[src/source/uart_rx_settings.svh]
/*
 * UART receive analyser constants
 * raw word bit positions, frame gap threshold and frame queue depth
 */
`ifndef UART_RX_SETTINGS_SVH
`define UART_RX_SETTINGS_SVH

// data field inside the 12-bit raw word from the shift register
`define UART_RX_DATA_MSB 10
`define UART_RX_DATA_LSB 3
`define UART_RX_PARITY_BIT 2
`define UART_RX_STOP_BIT 1

// eleven bit times of one byte plus seventeen idle ticks close a frame
`define UART_RX_GAP_TICKS 28
`define UART_RX_GAP_MAX 255

// legal range of the time stamp fields
`define UART_RX_MS_MAX 999
`define UART_RX_FRAC_MAX 9

`define UART_RX_QUEUE_DEPTH 4
`endif

[src/source/uart_rx_pkg.sv]
/*
 * UART receive analyser types
 * vector typedefs and the structs passed between pipeline stages
 */
package uart_rx_pkg;

    // plain vectors with a meaning
    typedef logic [11:0] raw_word_t;
    typedef logic [7:0]  data_byte_t;
    typedef logic [11:0] stamp_ms_t;
    typedef logic [3:0]  stamp_frac_t;
    typedef logic [11:0] byte_count_t;
    typedef logic [7:0]  gap_count_t;
    typedef logic [7:0]  err_count_t;

    // tenths of a millisecond sit on top
    typedef struct packed {
        stamp_frac_t frac;
        stamp_ms_t   ms;
    } time_stamp_t;

    // stage 1 output
    typedef struct packed {
        logic        valid;
        raw_word_t   raw;
        time_stamp_t stamp;
    } captured_t;

    // stage 2 output
    typedef struct packed {
        logic        valid;
        data_byte_t  data;
        logic        parity_ok;
        logic        stop_ok;
        time_stamp_t stamp;
    } checked_t;

    // frame summary, frac ends up in bits 27:24
    typedef struct packed {
        time_stamp_t stamp;
        byte_count_t count;
    } frame_info_t;

    typedef struct packed {
        logic       parity_err;
        logic       frame_err;
        err_count_t parity_err_cnt;
    } rx_status_t;

endpackage

[src/source/byte_capture.sv]
/*
 * byte capture stage
 * latches the raw receive word and its time stamp on each sync pulse
 */
`timescale 1ns/1ns
`include "uart_rx_settings.svh"

module byte_capture (
    input  logic                     clk,
    input  logic                     rst,
    input  logic                     byte_sync_i,
    input  uart_rx_pkg::raw_word_t   raw_i,
    input  uart_rx_pkg::time_stamp_t stamp_i,
    output uart_rx_pkg::captured_t   cap_o
);
    import uart_rx_pkg::*;

    logic        valid_q;
    raw_word_t   raw_q;
    time_stamp_t stamp_q;

    //----------------------------------------------------------------------
    // valid follows sync, one bit per cycle so back-to-back bytes work
    always_ff @(posedge clk or negedge rst) begin
        if (!rst) begin
            valid_q <= 1'b0;
        end else begin
            valid_q <= byte_sync_i;
        end
    end

    // payload only moves on a sync
    always_ff @(posedge clk) begin
        if (byte_sync_i) begin
            raw_q   <= raw_i;
            stamp_q <= stamp_i;
        end
    end

    assign cap_o = '{valid: valid_q, raw: raw_q, stamp: stamp_q};

    //----------------------------------------------------------------------
    // time stamp source must hand over a legal ms / tenths pair
    stamp_range_a : assert property (@(posedge clk) disable iff (!rst)
        byte_sync_i |-> (stamp_i.ms <= stamp_ms_t'(`UART_RX_MS_MAX))
                        && (stamp_i.frac <= stamp_frac_t'(`UART_RX_FRAC_MAX)));

endmodule

[src/source/byte_check.sv]
/*
 * byte check stage
 * orders the data bits, computes even parity and tests the stop bit
 */
`timescale 1ns/1ns
`include "uart_rx_settings.svh"

module byte_check (
    input  logic                   clk,
    input  logic                   rst,
    input  uart_rx_pkg::captured_t cap_i,
    input  logic                   parity_en_i,
    input  logic                   msb_first_i,
    output uart_rx_pkg::checked_t  chk_o
);
    import uart_rx_pkg::*;

    data_byte_t  field_w;
    data_byte_t  ordered_w;
    logic        parity_ok_w;
    logic        stop_ok_w;

    logic        valid_q;
    data_byte_t  data_q;
    logic        parity_ok_q;
    logic        stop_ok_q;
    time_stamp_t stamp_q;

    //----------------------------------------------------------------------
    // data field as it sits on the wire
    assign field_w = cap_i.raw[`UART_RX_DATA_MSB:`UART_RX_DATA_LSB];

    // msb first keeps the field, lsb first mirrors it
    always_comb begin
        for (int i = 0; i < $bits(data_byte_t); i++) begin
            ordered_w[i] = msb_first_i ? field_w[i] : field_w[$bits(data_byte_t) - 1 - i];
        end
    end

    // even parity over data and parity bit, forced good when disabled
    assign parity_ok_w = !parity_en_i || !(^{field_w, cap_i.raw[`UART_RX_PARITY_BIT]});
    assign stop_ok_w   = cap_i.raw[`UART_RX_STOP_BIT];

    //----------------------------------------------------------------------
    always_ff @(posedge clk or negedge rst) begin
        if (!rst) begin
            valid_q <= 1'b0;
        end else begin
            valid_q <= cap_i.valid;
        end
    end

    always_ff @(posedge clk) begin
        data_q      <= ordered_w;
        parity_ok_q <= parity_ok_w;
        stop_ok_q   <= stop_ok_w;
        stamp_q     <= cap_i.stamp;
    end

    assign chk_o = '{valid: valid_q, data: data_q, parity_ok: parity_ok_q,
                     stop_ok: stop_ok_q, stamp: stamp_q};

endmodule

[src/source/byte_commit.sv]
/*
 * byte commit stage
 * strobes good bytes out and keeps the parity / framing error status
 */
`timescale 1ns/1ns

module byte_commit (
    input  logic                     clk,
    input  logic                     rst,
    input  uart_rx_pkg::checked_t    chk_i,
    output logic                     byte_valid_o,
    output uart_rx_pkg::data_byte_t  byte_o,
    output logic                     good_byte_o,
    output uart_rx_pkg::time_stamp_t good_stamp_o,
    output uart_rx_pkg::rx_status_t  status_o
);
    import uart_rx_pkg::*;

    logic        good_w;
    logic        good_q;
    data_byte_t  byte_q;
    time_stamp_t stamp_q;
    rx_status_t  status_q;

    assign good_w = chk_i.valid && chk_i.parity_ok && chk_i.stop_ok;

    //----------------------------------------------------------------------
    // strobe and status flags follow every checked byte good or bad
    always_ff @(posedge clk or negedge rst) begin
        if (!rst) begin
            good_q   <= 1'b0;
            status_q <= '0;
        end else begin
            good_q <= good_w;
            if (chk_i.valid) begin
                status_q.parity_err <= !chk_i.parity_ok;
                status_q.frame_err  <= !chk_i.stop_ok;
                // wraps at 255
                status_q.parity_err_cnt <= status_q.parity_err_cnt + err_count_t'(!chk_i.parity_ok);
            end
        end
    end

    always_ff @(posedge clk) begin
        byte_q  <= chk_i.data;
        stamp_q <= chk_i.stamp;
    end

    assign byte_valid_o = good_q;
    assign good_byte_o  = good_q;
    assign byte_o       = byte_q;
    assign good_stamp_o = stamp_q;
    assign status_o     = status_q;

    // a strobed byte leaves both error flags clear
    strobe_clean_a : assert property (@(posedge clk) disable iff (!rst)
        byte_valid_o |-> !status_o.parity_err && !status_o.frame_err);

endmodule

[src/source/frame_gap_detect.sv]
/*
 * frame gap detector
 * counts baud ticks since the last byte sync and closes the open frame
 */
`timescale 1ns/1ns
`include "uart_rx_settings.svh"

module frame_gap_detect (
    input  logic clk,
    input  logic rst,
    input  logic byte_sync_i,
    input  logic baud_tick_i,
    output logic frame_close_o
);
    import uart_rx_pkg::*;

    gap_count_t gap_q;
    logic       close_q;
    logic       reach_w;

    // this tick takes the counter onto the threshold
    assign reach_w = baud_tick_i && !byte_sync_i
                     && (gap_q == gap_count_t'(`UART_RX_GAP_TICKS - 1));

    //----------------------------------------------------------------------
    // starts saturated so nothing closes before the first byte
    always_ff @(posedge clk or negedge rst) begin
        if (!rst) begin
            gap_q <= gap_count_t'(`UART_RX_GAP_MAX);
        end else if (byte_sync_i) begin
            gap_q <= '0;
        end else if (baud_tick_i && (gap_q != gap_count_t'(`UART_RX_GAP_MAX))) begin
            gap_q <= gap_q + 1'b1;
        end
    end

    // the threshold is crossed once per quiet period, so one pulse only
    always_ff @(posedge clk or negedge rst) begin
        if (!rst) begin
            close_q <= 1'b0;
        end else begin
            close_q <= reach_w;
        end
    end

    assign frame_close_o = close_q;

endmodule

[src/source/frame_info_queue.sv]
/*
 * frame information queue
 * counts good bytes of the open frame and keeps the last frame summaries,
 * read out through a valid/ready pop
 */
`timescale 1ns/1ns

module frame_info_queue #(
    parameter int DEPTH = 4
) (
    input  logic                       clk,
    input  logic                       rst,
    input  logic                       good_byte_i,
    input  uart_rx_pkg::time_stamp_t   good_stamp_i,
    input  logic                       frame_close_i,
    input  logic                       frame_ready_i,
    output logic                       frame_valid_o,
    output uart_rx_pkg::frame_info_t   frame_info_o
);
    import uart_rx_pkg::*;

    localparam int CW = $clog2(DEPTH + 1);
    localparam int IW = $clog2(DEPTH);

    // open frame
    byte_count_t open_cnt_q;
    time_stamp_t first_stamp_q;

    // queue, head at index 0
    frame_info_t     entries_q [DEPTH];
    logic [CW-1:0]   used_q;

    logic            push_w;
    logic            pop_w;
    logic            full_w;
    logic            shift_w;
    logic [IW-1:0]   wr_idx_w;

    //----------------------------------------------------------------------
    // open frame bookkeeping
    always_ff @(posedge clk or negedge rst) begin
        if (!rst) begin
            open_cnt_q <= '0;
        end else if (frame_close_i) begin
            // a byte on the closing edge already belongs to the next frame
            open_cnt_q <= byte_count_t'(good_byte_i);
        end else if (good_byte_i) begin
            open_cnt_q <= open_cnt_q + 1'b1;
        end
    end

    // stamp of the first good byte only
    always_ff @(posedge clk) begin
        if (good_byte_i && (frame_close_i || (open_cnt_q == '0))) begin
            first_stamp_q <= good_stamp_i;
        end
    end

    //----------------------------------------------------------------------
    // queue control
    assign push_w   = frame_close_i && (open_cnt_q != '0);
    assign pop_w    = frame_valid_o && frame_ready_i;
    assign full_w   = (used_q == CW'(DEPTH));
    // full push drops the head, same as a pop
    assign shift_w  = pop_w || (push_w && full_w);
    assign wr_idx_w = IW'(shift_w ? used_q - 1'b1 : used_q);

    always_ff @(posedge clk or negedge rst) begin
        if (!rst) begin
            used_q <= '0;
        end else if (push_w && !shift_w) begin
            used_q <= used_q + 1'b1;
        end else if (pop_w && !push_w) begin
            used_q <= used_q - 1'b1;
        end
    end

    // storage, later write wins over the shift
    always_ff @(posedge clk) begin
        if (shift_w) begin
            for (int i = 0; i < DEPTH - 1; i++) begin
                entries_q[i] <= entries_q[i + 1];
            end
        end
        if (push_w) begin
            entries_q[wr_idx_w] <= '{stamp: first_stamp_q, count: open_cnt_q};
        end
    end

    assign frame_valid_o = (used_q != '0);
    assign frame_info_o  = entries_q[0];

    used_bound_a : assert property (@(posedge clk) disable iff (!rst)
        used_q <= CW'(DEPTH));

endmodule

[src/source/uart_rx_analyse.sv]
/*
 * UART receive byte analyser, top level
 * capture / check / commit pipeline with frame gap detection and
 * a queue of frame summaries
 */
`timescale 1ns/1ns
`include "uart_rx_settings.svh"

module uart_rx_analyse (
    input  logic                     clk,
    input  logic                     rst,
    // shift register side
    input  logic                     byte_sync_i,
    input  uart_rx_pkg::raw_word_t   raw_i,
    input  uart_rx_pkg::time_stamp_t stamp_i,
    input  logic                     baud_tick_i,
    // control
    input  logic                     parity_en_i,
    input  logic                     msb_first_i,
    // byte stream, one-cycle strobe and no back-pressure
    output logic                     byte_valid_o,
    output uart_rx_pkg::data_byte_t  byte_o,
    output uart_rx_pkg::rx_status_t  status_o,
    // frame summaries
    input  logic                     frame_ready_i,
    output logic                     frame_valid_o,
    output uart_rx_pkg::frame_info_t frame_info_o
);
    import uart_rx_pkg::*;

    captured_t   cap_w;
    checked_t    chk_w;
    logic        good_byte_w;
    time_stamp_t good_stamp_w;
    logic        frame_close_w;

    //----------------------------------------------------------------------
    // byte pipeline
    byte_capture u_capture (
        .clk         (clk),
        .rst         (rst),
        .byte_sync_i (byte_sync_i),
        .raw_i       (raw_i),
        .stamp_i     (stamp_i),
        .cap_o       (cap_w)
    );

    byte_check u_check (
        .clk         (clk),
        .rst         (rst),
        .cap_i       (cap_w),
        .parity_en_i (parity_en_i),
        .msb_first_i (msb_first_i),
        .chk_o       (chk_w)
    );

    byte_commit u_commit (
        .clk          (clk),
        .rst          (rst),
        .chk_i        (chk_w),
        .byte_valid_o (byte_valid_o),
        .byte_o       (byte_o),
        .good_byte_o  (good_byte_w),
        .good_stamp_o (good_stamp_w),
        .status_o     (status_o)
    );

    //----------------------------------------------------------------------
    // frame tracking
    frame_gap_detect u_gap (
        .clk           (clk),
        .rst           (rst),
        .byte_sync_i   (byte_sync_i),
        .baud_tick_i   (baud_tick_i),
        .frame_close_o (frame_close_w)
    );

    frame_info_queue #(
        .DEPTH (`UART_RX_QUEUE_DEPTH)
    ) u_queue (
        .clk           (clk),
        .rst           (rst),
        .good_byte_i   (good_byte_w),
        .good_stamp_i  (good_stamp_w),
        .frame_close_i (frame_close_w),
        .frame_ready_i (frame_ready_i),
        .frame_valid_o (frame_valid_o),
        .frame_info_o  (frame_info_o)
    );

endmodule

[config.mk]
export PLATFORM = sky130hd
export DESIGN_NAME = uart_rx_analyse
export DESIGN_NICKNAME = d
export VERILOG_FILES = /design/src/source/uart_rx_pkg.sv /design/src/source/byte_capture.sv /design/src/source/byte_check.sv /design/src/source/byte_commit.sv /design/src/source/frame_gap_detect.sv /design/src/source/frame_info_queue.sv /design/src/source/uart_rx_analyse.sv
export VERILOG_INCLUDE_DIRS = /design/src /design/src/source
export SDC_FILE = /design/constraint.sdc
export NUM_CORES = 1
export LEC_CHECK = 0
export ABC_AREA = 1
export BUFFER_PORTS_ARGS = -buffer_cell sky130_fd_sc_hd__buf_2
export CORE_MARGIN = 4
export CORE_UTILIZATION = 26
export CTS_BUF_LIST = sky130_fd_sc_hd__clkbuf_16
export DETAILED_ROUTE_END_ITERATION = 10
export MAX_ROUTING_LAYER = met4
export PLACE_DENSITY = 0.48
export SLEW_MARGIN = 20
export SYNTH_ARGS = -nofsm -noshare
export SYNTH_HDL_FRONTEND = slang
export SYNTH_SLANG_ARGS = --single-unit
[constraint.sdc]
create_clock -name clk -period 3.6 [get_ports clk]
set_clock_uncertainty 0.1 [all_clocks]
set_input_delay 0.72 -clock clk [delete_from_list [all_inputs] [get_ports clk]]
set_output_delay 0.72 -clock clk [all_outputs]
set_load 0.02 [all_outputs]
==> results by group <==
Synth
  • Yosys reg bits: 241
  • Syn_area_per_cell: 11.9 um2
  • Most common cell in the synthesized netlist: nand2_1
  • Largest family of logic cells by synthesized area: simple AND/OR/NAND/NOR gates
  • Post-synth ARST share: 15.4%
  • Post-synth top area cell: edfxtp_1
  • Most used DFF post-synth: edfxtp_1
  • Mapped Area: 0.00926 mm2
  • Post-Syn Nets: 818
  • Mapped Cells: 775
  • Synthesis Warnings: 0
  • Post-synth top area share: 50.0%
  • Compound-cell area share of the yosys netlist: 2.42%
  • Sequential area share after synthesis: 70.9%
  • Post-synthesis simple-gate area fraction: 19.2%
  • Main area contributors after synthesis: edfxtp_1 (50%), dfxtp_1 (11%), nand2_1 (9.3%), dfrtp_1 (7.8%), nand4_1 (6.1%)
  • Synth top cells by count: nand2_1 (230), edfxtp_1 (154), nand4_1 (90)
  • Adder-Cell Fraction of Synth Area: 1.08%
  • Synth Area in XOR/XNOR: 1.51%
  • Netlist cell types: 36
  • Post-synth EDFFs: 154
  • Mux contribution to synthesized area: 0%

Clock network
  • Htree depth: 1
  • CTS Hold Bufs: 0
  • Num CTS Buffers: 28
  • CTS tree: done
  • Reg clk slew, reported paths: 0.06 ns
  • Post-CTS sizing: 0
  • Root buf cell: clkbuf_16
  • Clk sinks: 241
  • Longest Clk Path Bufs: 3
  • Post-CTS setup buffer count: 0
  • Clock Latency Late Sink: 0.53 ns

Routing
  • DR vias: 5499
  • DRC: 0
  • Detail Route Antenna Nets: 0
  • TritonRoute pass-1 iters: 4
  • Avg WL per Cell: 12.5 um
  • Starting DRT DRC Count: 230
  • Final wirelength: 16.8 mm
  • Via/cell ratio: 4.10

Floorplan
  • IO Pins: 83
  • Die Wd: 197 um
  • Die Height: 197 um
  • Initial Utilization: 26.6%
  • Core area: 0.0348 mm2
  • Row Count: 68
  • Die area: 0.0387 mm2

Place
  • I/O Buffers: 80
  • RD Place Congestion: 0.757
  • Placed instance area: 0.0101 mm2
  • Dpl hpwl: 11.6 mm

Timing
  • Fmax: 0.350 GHz
  • Pins Over Slew Limit: 0
  • Clock period minus worst slack: 2.86 ns
  • Worst-Margin Slew: 0.924 ns
  • Final Setup Violations: 0
  • Worst slew margin: 38.4%
  • Setup TNS: 0 ns
  • Fin. Hold Viols: 0
  • Hold slack: 0.224 ns
  • RSZ-0062 raised after global routing: false
  • Final Cycle Share: 79.4%

Worst setup path
  • Crit. End Element: flop
  • Worst EP required: 3.70 ns
  • CP Launch Type: flop
  • CP max FO: 30
  • Setup Crit Path Kind: flop to flop
  • Arr. time, crit path: 2.96 ns

Layout
  • Area Overhead vs Synth: 17.6%
  • Layout cell share with drive strength beyond 1: 17.6%
  • Layout net count: 903
  • Post-route cell area: 0.0109 mm2

Global routing
  • Antenna violations before repair: 6
  • Total congestion overflow: 0
  • Vias in the first global route: 5327
  • First-pass GRT wire length: 27.9 mm
  • Largest net degree at the start of global routing: 42
  • GRT Util Overall: 8.89%

Power and ir drop
  • Max VDD drop: 0.353 mV
  • Leakage power: 4.52 nW
  • PwrDens: 681 mW/mm2

Run status
  • Status: complete, no violations

Job
  • Max cap viols: 0

Hold path
  • HP Class: flop to flop
layout make-up:
cell class	instances	area, um2
fillers	3489	23900
clock inverters	21	104
flip-flops and latches	241	6560
clock buffers	28	701
diodes	6	15.0
repair buffers	96	520
inverters	45	169
well taps	455	569
multi-input cells	448	2250
worst paths after layout:
path | cells past startpoint | to | slack (ns) | start
min reg2reg | 0 | u_commit.good_stamp_o[5] | 0.22 | u_check.chk_o[5]
min in group asynchronous | 1 | u_queue.open_cnt_q[2] | 0.23 | rst
min | 0 | u_commit.good_stamp_o[5] | 0.22 | u_check.chk_o[5]
max reg2reg | 13 | u_queue.entries_q[1][20] | 0.74 | u_queue.open_cnt_q[0]
max in group asynchronous | 1 | u_queue.used_q[1] | 2.59 | rst
max | 13 | u_queue.entries_q[1][20] | 0.74 | u_queue.open_cnt_q[0]
cells by family (layout without fill, tap and decap cells):
family          Yosys count  after routing
simple gates            382            382
flops                   241            241
buf+inv                  86            190
compound gates           42             42
xor+xnor                 16             16
fa+ha+maj                 8              8
other cells               0              6
state kept, by name, indices dropped and copies added, names as in the netlist, 10 cells and up:
name / count
u_commit.good_stamp_o: 16
u_check.chk_o: 16
u_queue.entries_q: 112
u_queue.open_cnt_q: 12
u_capture.raw_q: 10
u_capture.cap_o: 16
u_queue.first_stamp_q: 16
u_commit.status_o: 10
power by group:
part           total (mW)  switching [mW]  internal [mW]
Clock                2.45            1.05           1.40
Combinational        1.35           0.990          0.362
Sequential           3.61           0.201           3.41
metal layers:
metal,up-vias,share of wire [%],GRT usage [%]
met3,33,7.7,2.94
met2,141,42,12.9
li1,2878,-,-
met4,0,2.3,2.29
met1,2447,48,12.0
met5,-,0,-
metrics by stage:
step	total power, mW	util (%)	setup WS [ns]	instances
2_1_floorplan	4.73	-	0.398	775
3_3_place_gp	5.03	28.9	0.745	1285
3_5_place_dp	5.04	28.9	0.715	1285
4_1_cts	7.55	31.2	0.709	1334
5_1_grt	7.87	31.3	0.498	1340
6_report	7.42	31.3	0.741	1340
cells in the final DEF, fill, tap and decap left out, types with 13 or more instances in the layout:
cell	synthesis	routed
nand2_1	230	230
nor2_1	25	25
buf_4	14	16
dfrtp_1	29	29
o21ai_0	23	23
dfxtp_1	50	50
buf_2	15	80
edfxtp_1	154	154
inv_1	40	45
a21oi_1	13	13
nand4_1	90	90
nand3_1	15	15
clkbuf_16	0	28
critical path, stage by stage (launching register included):
cell and delay, ns:
dfrtp_1 0.51, inv_1 0.14, ha_1 0.22, nand2_1 0.07, nor2_2 0.05, nand2_2 0.09
nand3_4 0.11, nand2_4 0.11, nand2_2 0.07, nand2_4 0.27, nand3_2 0.11, buf_4 0.24
nand2_1 0.08, buf_4 0.34
Note: power is estimated with default switching activity, not from simulation.
